$ cat src/hdl/keypad_pkg.sv
package keypad_pkg;

    // ==============================
    // Keypad matrix
    // ==============================
    localparam int ROWS = 4;
    localparam int COLS = 4;

    typedef logic [3:0] key_index_t;    // Row * 4 + column.

    // ==============================
    // AXI4-Lite bus
    // ==============================
    localparam int AXI_ADDR_W = 4;
    localparam int AXI_DATA_W = 32;

    localparam logic [1:0] RESP_OKAY   = 2'b00;
    localparam logic [1:0] RESP_SLVERR = 2'b10;

    // Register offsets.
    localparam logic [AXI_ADDR_W-1:0] REG_CTRL   = 4'h0;
    localparam logic [AXI_ADDR_W-1:0] REG_STATUS = 4'h4;
    localparam logic [AXI_ADDR_W-1:0] REG_DATA   = 4'h8;

    // CTRL bits.
    localparam int CTRL_SCAN_EN = 0;
    localparam int CTRL_IRQ_EN  = 1;

    // STATUS bits.
    localparam int STAT_NOT_EMPTY = 0;
    localparam int STAT_OVERFLOW  = 1;    // Sticky, write 1 to clear.
    localparam int STAT_COUNT_LSB = 4;    // Count sits in bits 7:4.

    // DATA bits.
    localparam int DATA_VALID_BIT = 8;

endpackage

$ cat src/hdl/axi_lite_if.sv
`timescale 1ns/1ps

interface axi_lite_if
    import keypad_pkg::*;
();

    logic [AXI_ADDR_W-1:0]   awaddr;
    logic                    awvalid;
    logic                    awready;
    logic [AXI_DATA_W-1:0]   wdata;
    logic [AXI_DATA_W/8-1:0] wstrb;
    logic                    wvalid;
    logic                    wready;
    logic [1:0]              bresp;
    logic                    bvalid;
    logic                    bready;
    logic [AXI_ADDR_W-1:0]   araddr;
    logic                    arvalid;
    logic                    arready;
    logic [AXI_DATA_W-1:0]   rdata;
    logic [1:0]              rresp;
    logic                    rvalid;
    logic                    rready;

    modport slave (
        input  awaddr, awvalid, wdata, wstrb, wvalid, bready, araddr, arvalid, rready,
        output awready, wready, bresp, bvalid, arready, rdata, rresp, rvalid
    );

    modport master (
        output awaddr, awvalid, wdata, wstrb, wvalid, bready, araddr, arvalid, rready,
        input  awready, wready, bresp, bvalid, arready, rdata, rresp, rvalid
    );

endinterface

$ cat src/hdl/key_event_fifo.sv
`timescale 1ns/1ps

module key_event_fifo
    import keypad_pkg::*;
#(
    parameter int FIFO_DEPTH = 8
) (
    input  logic                        clk,
    input  logic                        rst_n,
    input  logic                        push,
    input  key_index_t                  wr_data,
    input  logic                        pop,
    output key_index_t                  rd_data,
    output logic                        empty,
    output logic [$clog2(FIFO_DEPTH):0] count,
    output logic                        overflow
);

    localparam int AW = $clog2(FIFO_DEPTH);

    key_index_t    mem [FIFO_DEPTH];
    logic [AW-1:0] wr_ptr;
    logic [AW-1:0] rd_ptr;
    logic          full;
    logic          do_push;
    logic          do_pop;

    assign full    = (count == (AW+1)'(FIFO_DEPTH));
    assign empty   = (count == '0);
    assign do_push = push && !full;     // Dropped when full.
    assign do_pop  = pop && !empty;
    assign rd_data = mem[rd_ptr];       // Head is visible without latency.

    always_ff @(posedge clk) begin
        if (do_push) begin
            mem[wr_ptr] <= wr_data;
        end
    end

    always_ff @(posedge clk) begin
        if (!rst_n) begin
            wr_ptr   <= '0;
            rd_ptr   <= '0;
            count    <= '0;
            overflow <= 1'b0;
        end else begin
            overflow <= push && full;   // One-cycle pulse.
            if (do_push) begin
                wr_ptr <= wr_ptr + 1'b1;
            end
            if (do_pop) begin
                rd_ptr <= rd_ptr + 1'b1;
            end
            case ({do_push, do_pop})
                2'b10:   count <= count + 1'b1;
                2'b01:   count <= count - 1'b1;
                default: count <= count;    // Both or neither.
            endcase
        end
    end

endmodule

$ cat src/hdl/keypad_axil_regs.sv
`timescale 1ns/1ps

module keypad_axil_regs
    import keypad_pkg::*;
#(
    parameter int FIFO_DEPTH = 8
) (
    input  logic                        clk,
    input  logic                        rst_n,
    axi_lite_if.slave                   bus,
    input  key_index_t                  fifo_rd_data,
    input  logic                        fifo_empty,
    input  logic [$clog2(FIFO_DEPTH):0] fifo_count,
    input  logic                        fifo_overflow,
    output logic                        fifo_pop,
    output logic                        scan_en,
    output logic                        irq
);

    localparam int CNT_W = $clog2(FIFO_DEPTH) + 1;

    logic [1:0]            ctrl;
    logic                  ovf_sticky;

    logic                  wr_fire;
    logic                  rd_fire;
    logic                  wr_hit;
    logic                  rd_hit;
    logic                  ovf_clr;
    logic [AXI_DATA_W-1:0] status_word;
    logic [AXI_DATA_W-1:0] data_word;
    logic [AXI_DATA_W-1:0] rd_word;

    // ==============================
    // Address decode
    // ==============================
    assign wr_fire = bus.awvalid && bus.awready && bus.wvalid && bus.wready;
    assign rd_fire = bus.arvalid && bus.arready;

    assign wr_hit = (bus.awaddr == REG_CTRL) || (bus.awaddr == REG_STATUS) ||
                    (bus.awaddr == REG_DATA);
    assign rd_hit = (bus.araddr == REG_CTRL) || (bus.araddr == REG_STATUS) ||
                    (bus.araddr == REG_DATA);

    assign ovf_clr = wr_fire && (bus.awaddr == REG_STATUS) && bus.wstrb[0] &&
                     bus.wdata[STAT_OVERFLOW];

    // Pop in the same cycle the DATA read is accepted.
    assign fifo_pop = rd_fire && (bus.araddr == REG_DATA) && !fifo_empty;

    always_comb begin
        status_word                                = '0;
        status_word[STAT_NOT_EMPTY]                = !fifo_empty;
        status_word[STAT_OVERFLOW]                 = ovf_sticky;
        status_word[STAT_COUNT_LSB +: CNT_W]       = fifo_count;
    end

    always_comb begin
        data_word = '0;
        if (!fifo_empty) begin
            data_word[$bits(key_index_t)-1:0] = fifo_rd_data;
            data_word[DATA_VALID_BIT]         = 1'b1;
        end
    end

    always_comb begin
        case (bus.araddr)
            REG_CTRL:   rd_word = {{(AXI_DATA_W-2){1'b0}}, ctrl};
            REG_STATUS: rd_word = status_word;
            REG_DATA:   rd_word = data_word;
            default:    rd_word = '0;
        endcase
    end

    // ==============================
    // Write channel
    // ==============================
    always_ff @(posedge clk) begin
        if (!rst_n) begin
            bus.awready <= 1'b0;
            bus.wready  <= 1'b0;
            bus.bvalid  <= 1'b0;
            bus.bresp   <= RESP_OKAY;
            ctrl        <= '0;
        end else begin
            if (wr_fire) begin
                bus.awready <= 1'b0;
                bus.wready  <= 1'b0;
                bus.bvalid  <= 1'b1;
                bus.bresp   <= wr_hit ? RESP_OKAY : RESP_SLVERR;
                if (bus.awaddr == REG_CTRL && bus.wstrb[0]) begin
                    ctrl <= bus.wdata[1:0];
                end
            end else if (bus.awvalid && bus.wvalid && !bus.awready && !bus.bvalid) begin
                bus.awready <= 1'b1;    // Both accepted together.
                bus.wready  <= 1'b1;
            end
            if (bus.bvalid && bus.bready) begin
                bus.bvalid <= 1'b0;
            end
        end
    end

    // ==============================
    // Read channel
    // ==============================
    always_ff @(posedge clk) begin
        if (!rst_n) begin
            bus.arready <= 1'b0;
            bus.rvalid  <= 1'b0;
            bus.rresp   <= RESP_OKAY;
        end else begin
            if (rd_fire) begin
                bus.arready <= 1'b0;
                bus.rvalid  <= 1'b1;
                bus.rresp   <= rd_hit ? RESP_OKAY : RESP_SLVERR;
            end else if (bus.arvalid && !bus.arready && !bus.rvalid) begin
                bus.arready <= 1'b1;
            end
            if (bus.rvalid && bus.rready) begin
                bus.rvalid <= 1'b0;
            end
        end
    end

    // Read data is a payload register.
    always_ff @(posedge clk) begin
        if (rd_fire) begin
            bus.rdata <= rd_word;
        end
    end

    // ==============================
    // Overflow and interrupt
    // ==============================
    always_ff @(posedge clk) begin
        if (!rst_n) begin
            ovf_sticky <= 1'b0;
            irq        <= 1'b0;
        end else begin
            if (fifo_overflow) begin
                ovf_sticky <= 1'b1;     // Set beats a clear in the same cycle.
            end else if (ovf_clr) begin
                ovf_sticky <= 1'b0;
            end
            irq <= ctrl[CTRL_IRQ_EN] && !fifo_empty;
        end
    end

    assign scan_en = ctrl[CTRL_SCAN_EN];

endmodule

$ cat src/hdl/keypad_ctrl_top.sv
`timescale 1ns/1ps

module keypad_ctrl_top
    import keypad_pkg::*;
#(
    parameter int COLUMN_CYCLES = 16,
    parameter int SETTLE_CYCLES = 4,
    parameter int FIFO_DEPTH    = 8
) (
    input  logic                    clk,
    input  logic                    rst_n,
    input  logic [ROWS-1:0]         row_in,
    output logic [COLS-1:0]         col_out,
    input  logic [AXI_ADDR_W-1:0]   s_awaddr,
    input  logic                    s_awvalid,
    output logic                    s_awready,
    input  logic [AXI_DATA_W-1:0]   s_wdata,
    input  logic [AXI_DATA_W/8-1:0] s_wstrb,
    input  logic                    s_wvalid,
    output logic                    s_wready,
    output logic [1:0]              s_bresp,
    output logic                    s_bvalid,
    input  logic                    s_bready,
    input  logic [AXI_ADDR_W-1:0]   s_araddr,
    input  logic                    s_arvalid,
    output logic                    s_arready,
    output logic [AXI_DATA_W-1:0]   s_rdata,
    output logic [1:0]              s_rresp,
    output logic                    s_rvalid,
    input  logic                    s_rready,
    output logic                    irq
);

    logic                        scan_en;
    logic                        key_valid;
    key_index_t                  key_index;
    key_index_t                  fifo_rd_data;
    logic                        fifo_empty;
    logic [$clog2(FIFO_DEPTH):0] fifo_count;
    logic                        fifo_overflow;
    logic                        fifo_pop;

    axi_lite_if bus ();

    // Plain ports onto the bus interface.
    assign bus.awaddr  = s_awaddr;
    assign bus.awvalid = s_awvalid;
    assign bus.wdata   = s_wdata;
    assign bus.wstrb   = s_wstrb;
    assign bus.wvalid  = s_wvalid;
    assign bus.bready  = s_bready;
    assign bus.araddr  = s_araddr;
    assign bus.arvalid = s_arvalid;
    assign bus.rready  = s_rready;
    assign s_awready   = bus.awready;
    assign s_wready    = bus.wready;
    assign s_bresp     = bus.bresp;
    assign s_bvalid    = bus.bvalid;
    assign s_arready   = bus.arready;
    assign s_rdata     = bus.rdata;
    assign s_rresp     = bus.rresp;
    assign s_rvalid    = bus.rvalid;

    keypad_scanner #(
        .COLUMN_CYCLES (COLUMN_CYCLES),
        .SETTLE_CYCLES (SETTLE_CYCLES)
    ) u_scanner (
        .clk       (clk),
        .rst_n     (rst_n),
        .scan_en   (scan_en),
        .row_in    (row_in),
        .col_out   (col_out),
        .key_valid (key_valid),
        .key_index (key_index)
    );

    key_event_fifo #(
        .FIFO_DEPTH (FIFO_DEPTH)
    ) u_fifo (
        .clk      (clk),
        .rst_n    (rst_n),
        .push     (key_valid),
        .wr_data  (key_index),
        .pop      (fifo_pop),
        .rd_data  (fifo_rd_data),
        .empty    (fifo_empty),
        .count    (fifo_count),
        .overflow (fifo_overflow)
    );

    keypad_axil_regs #(
        .FIFO_DEPTH (FIFO_DEPTH)
    ) u_regs (
        .clk           (clk),
        .rst_n         (rst_n),
        .bus           (bus.slave),
        .fifo_rd_data  (fifo_rd_data),
        .fifo_empty    (fifo_empty),
        .fifo_count    (fifo_count),
        .fifo_overflow (fifo_overflow),
        .fifo_pop      (fifo_pop),
        .scan_en       (scan_en),
        .irq           (irq)
    );

endmodule

$ cat src/hdl/keypad_scanner.sv
`timescale 1ns/1ps

module keypad_scanner
    import keypad_pkg::*;
#(
    parameter int COLUMN_CYCLES = 16,
    parameter int SETTLE_CYCLES = 4
) (
    input  logic            clk,
    input  logic            rst_n,
    input  logic            scan_en,
    input  logic [ROWS-1:0] row_in,
    output logic [COLS-1:0] col_out,    // Active low.
    output logic            key_valid,
    output key_index_t      key_index
);

    localparam int CNT_W = $clog2(COLUMN_CYCLES);
    localparam int COL_W = $clog2(COLS);
    localparam int ROW_W = $clog2(ROWS);

    logic [CNT_W-1:0] cnt;
    logic [COL_W-1:0] col_ptr;
    logic             scan_on;      // Column 0 has been started.
    logic [ROWS-1:0]  row_prev [COLS];
    logic [ROWS-1:0]  row_old  [COLS];

    logic             last_cycle;
    logic             sample_pt;
    logic             single_low;
    logic             press_hit;
    logic [ROW_W-1:0] row_idx;
    logic [COL_W-1:0] next_ptr;

    // Index of the single low row line.
    function automatic logic [ROW_W-1:0] low_row(input logic [ROWS-1:0] rows);
        logic [ROW_W-1:0] idx;
        idx = '0;
        for (int r = 0; r < ROWS; r++) begin
            if (!rows[r]) begin
                idx = ROW_W'(r);
            end
        end
        return idx;
    endfunction

    // ==============================
    // Press qualification
    // ==============================
    assign last_cycle = (cnt == CNT_W'(COLUMN_CYCLES - 1));
    assign sample_pt  = scan_on && (cnt == CNT_W'(SETTLE_CYCLES));
    assign single_low = ($countones(~row_in) == 1);
    assign row_idx    = low_row(row_in);
    assign next_ptr   = col_ptr + 1'b1;

    assign press_hit = single_low &&
                       (row_prev[col_ptr] == row_in) &&    // Same pattern last scan.
                       (row_old[col_ptr] == '1);           // Nothing pressed before that.

    // ==============================
    // Column stepping
    // ==============================
    always_ff @(posedge clk) begin
        if (!rst_n || !scan_en) begin
            cnt     <= '0;
            col_ptr <= '0;
            scan_on <= 1'b0;
            col_out <= '1;              // All columns idle.
        end else if (!scan_on) begin
            scan_on <= 1'b1;
            col_out <= ~(COLS'(1));     // Restart at column 0.
        end else if (last_cycle) begin
            cnt     <= '0;
            col_ptr <= next_ptr;
            col_out <= ~(COLS'(1) << next_ptr);
        end else begin
            cnt <= cnt + 1'b1;
        end
    end

    // ==============================
    // Scan history and event
    // ==============================
    always_ff @(posedge clk) begin
        if (!rst_n || !scan_en) begin
            key_valid <= 1'b0;
            for (int c = 0; c < COLS; c++) begin
                row_prev[c] <= '1;
                row_old[c]  <= '1;
            end
        end else begin
            key_valid <= sample_pt && press_hit;
            if (sample_pt) begin
                row_old[col_ptr]  <= row_prev[col_ptr];
                row_prev[col_ptr] <= row_in;
            end
        end
    end

    // Payload only, qualified by key_valid.
    always_ff @(posedge clk) begin
        if (sample_pt) begin
            key_index <= {row_idx, col_ptr};
        end
    end

endmodule

$ cat config.mk
export PLATFORM = sky130hd
export DESIGN_NAME = keypad_ctrl_top
export DESIGN_NICKNAME = d
export VERILOG_FILES = /design/src/hdl/keypad_pkg.sv /design/src/hdl/axi_lite_if.sv /design/src/hdl/key_event_fifo.sv /design/src/hdl/keypad_axil_regs.sv /design/src/hdl/keypad_ctrl_top.sv /design/src/hdl/keypad_scanner.sv
export SDC_FILE = /design/constraint.sdc
export NUM_CORES = 1
export LEC_CHECK = 0
export BUFFER_PORTS_ARGS = -buffer_cell sky130_fd_sc_hd__buf_2
export CORE_ASPECT_RATIO = 1.1
export CORE_MARGIN = 2
export CORE_UTILIZATION = 56
export DETAILED_ROUTE_END_ITERATION = 8
export GPL_TIMING_DRIVEN = 0
export PLACE_DENSITY = 0.81
export SETUP_SLACK_MARGIN = 0.1
export SYNTH_ARGS = -nofsm -noshare
export SYNTH_HDL_FRONTEND = slang
export SYNTH_SLANG_ARGS = --single-unit
$ cat constraint.sdc
create_clock -name clk -period 6.88 [get_ports clk]
set_input_delay 0.688 -clock clk [delete_from_list [all_inputs] [get_ports clk]]
set_output_delay 0.688 -clock clk [all_outputs]
set_load 0.01 [all_outputs]
==> impl_metrics.json <==
{
  "num_rows": 36,
  "finalMaxSlewViolations": 0,
  "gp_congestion": 0.852,
  "dp.cells": 585,
  "critPathCaptureType": "flop",
  "syn_inst": 406,
  "synth_top_area_share_pct": 45.4,
  "syn_avg_cell_area_um2": 12.5,
  "internal_power_w": 0.00134,
  "wirelength_um": 9400,
  "ys_seq_area_share_pct": 60.3,
  "path_cells": "buf_2 > or4b_2 > nand2_1 > ha_1 > xor2_1 > ha_1 > a21oi_1 > xor2_1 > or3_1 > a21oi_1",
  "synth-seq-cells": 115,
  "cp_num_buf_inv": 1,
  "finalCritPeriodShare_pct": 40.7,
  "avgViaCountPerCell": 5.26,
  "p_switching_w": 0.000315,
  "switching_share_pct": 19.0,
  "synth-edff-count": 77,
  "drive_above_1_share_pct": 23.5,
  "combPwrFrac_pct": 3.1,
  "wl_met3_um": 442,
  "clock_latency_ns": 0.51,
  "layout_common_cells": "edfxtp_1 (77), nand2_1 (52), buf_2 (46), dfxtp_1 (38), nor2_1 (34)",
  "crit_slowest_cell": "or4b_2",
  "worstSetupPathType": "reg -> reg",
  "leakage_nw": 2.24,
  "cts_inserted_buffers": 17,
  "initial_core_util_pct": 57.4,
  "avgRoutedWirePerCell_um": 15.2,
  "cts_sinks": 115,
  "fin_crit_ns": 2.80,
  "die_x_um": 94.9,
  "async_flop_share_pct": 0,
  "hpwl_um": 6560,
  "grt-ovfl-total": 0,
  "postRouteAntennaNets": 0,
  "synth_area_um2": 5090,
  "synth_area_leaders": "edfxtp_1 (45%), dfxtp_1 (15%), buf_4 (3.8%)",
  "clkPwrFrac_pct": 52.4,
  "fin_skew_ns": 0.00869,
  "dieArea_um2": 9880,
  "top_layer": "met4",
  "die_h_um": 104,
  "core_um2": 8870,
  "fillers": 618,
  "start_kind": "flop",
  "cp_max_fo": 9,
  "cts_tree": "done",
  "power.sequential.fraction_pct": 44.5,
  "routed-via-count": 3244,
  "power.density_nw_per_um2": 270,
  "grt_pass1_vias": 3278,
  "tightest_slew_ns": 1.20,
  "wl_met1_um": 3770,
  "slowest_delay_ns": 0.72,
  "worst_ep_required_time_ns": 7.32,
  "maxCapViolations": 0,
  "synth_largest_area_cell": "edfxtp_1",
  "rsz0062_at_grt": "false",
  "drc": 0,
  "ys_types": 49,
  "portBuffers": 41,
  "wl_met2_um": 5040,
  "drtIter0Drc": 148,
  "tns_ns": 0,
  "diodes": 0,
  "timing.slew.headroom_pct": 19.5,
  "antenna_found_initial": 0,
  "setup_violations": 0,
  "stdcell_count": 617,
  "final-hold-violation-count": 0,
  "status": "complete, no violations",
  "clk_path_buf_depth": 2,
  "root_buffer": "clkbuf_8",
  "area_delta_synth_final_pct": 20.1,
  "postCtsHoldBufs": 0,
  "grt_max_degree": 17,
  "grt.total_usage_pct": 20.6,
  "hp-class": "reg -> reg",
  "crit_family": "simple AND/OR/NAND/NOR gates",
  "cts-resized-gates": 0,
  "dr.pass1.iters": 4,
  "synth_ff_type": "edfxtp_1",
  "cts_setup_buffers": 0,
  "clk_pin_slew_ns": 0.06,
  "ir_drop_uv": 202,
  "htreeDepth": 4,
  "crit_arrival_ns": 3.24,
  "nets": 561,
  "grt_pass1_wl_um": 15500,
  "final_common_cell": "edfxtp_1",
  "io_pins": 101,
  "yosys_warnings": 0,
  "fmax_mhz": 357
}
flip-flops by register name (all words and copies together) (netlist names), 2 cells and up, named ones only:
signal               count
u_scanner.row_prev      16
u_fifo.count             4
u_scanner.col_ptr        2
u_scanner.key_index      4
u_scanner.cnt            4
u_scanner.col_out        4
u_regs.ctrl              2
u_fifo.mem              32
u_fifo.wr_ptr            3
u_scanner.row_old       16
u_regs.bus.rdata         9
u_fifo.rd_ptr            3
cells in the mapped netlist, types with 7 or more instances:
cell	number
a21oi_1	12
buf_4	26
dfxtp_1	38
edfxtp_1	77
ha_1	15
inv_1	15
mux2i_1	19
mux4_2	8
nand2_1	52
nand2b_1	7
nand3_1	11
nor2_1	34
nor3_1	9
metrics by stage:
step	utilization, %	total power, W	hold WS (ns)	area (um^2)	worst slack, ns
6_report	69.0	0.00165	0.421	6120	4.08
2_1_floorplan	-	0.000783	0.411	5180	4.08
5_1_grt	69.0	0.00170	0.435	6120	3.90
3_3_place_gp	62.3	0.000798	0.426	5530	3.86
4_1_cts	69.0	0.00166	0.412	6120	4.09
3_5_place_dp	62.3	0.000799	0.426	5530	3.77
path summary, 6_finish.rpt:
| path | from | to | slack, ns | cells past startpoint |
|---|---|---|---|---|
| hold reg to reg | u_fifo.overflow | u_regs.ovf_sticky | 0.42 | 2 |
| hold / removal | u_fifo.overflow | u_regs.ovf_sticky | 0.42 | 2 |
| setup / recovery | u_fifo.count[1] | u_fifo.count[2] | 4.08 | 10 |
| setup reg to reg | u_fifo.count[1] | u_fifo.count[2] | 4.08 | 10 |
power by group through the flow:
stage	Sequential, W	Clock, W	Combinational, W
finish	0.000736	0.000866	0.0000508
global route	0.000736	0.000904	0.0000567
CTS	0.000736	0.000870	0.0000505
detailed placement	0.000749	0	0.0000500
global placement	0.000749	0	0.0000487
floorplan	0.000751	0	0.0000317
worst min-delay path, stage by stage (launching register included):
cell	delay, ns
dfxtp_1	0.29
inv_1	0.04
a21oi_1	0.05
cell type report:
cell class              instances  area (um^2)  share of cell area (%)
plain buffers                  39          258                    4.21
flip-flops and latches        115         3070                    50.2
multi-input cells             260         1790                    29.3
repair buffers                 41          205                    3.35
clock buffers                  20          425                    6.95
clock inverters                12          163                    2.66
well taps                     114          143                    2.33
inverters                      16         60.1                   0.981
kinds of logic (layout without fill, tap and decap cells):
group	after synthesis	count (layout)	share of synthesized area, %
AOI/OAI and AO/OA	31	31	3.76
xor gates and xnor gates	12	12	2.06
adders and majority gates	16	16	4.08
buffers and inverters	55	128	6.24
DFF	115	115	60.3
muxes	36	36	10.1
other	1	25	0.0736
and+or+nand+nor	140	140	13.3
routing by layer:
| metal | track usage, % | vias to the layer above |
|---|---|---|
| met5 | 0 | - |
| met1 | 24.0 | 1561 |
| met4 | 7.56 | 0 |
| met3 | 6.09 | 14 |
| met2 | 35.5 | 86 |
| li1 | - | 1583 |
Note: power is estimated with default switching activity, not from simulation.
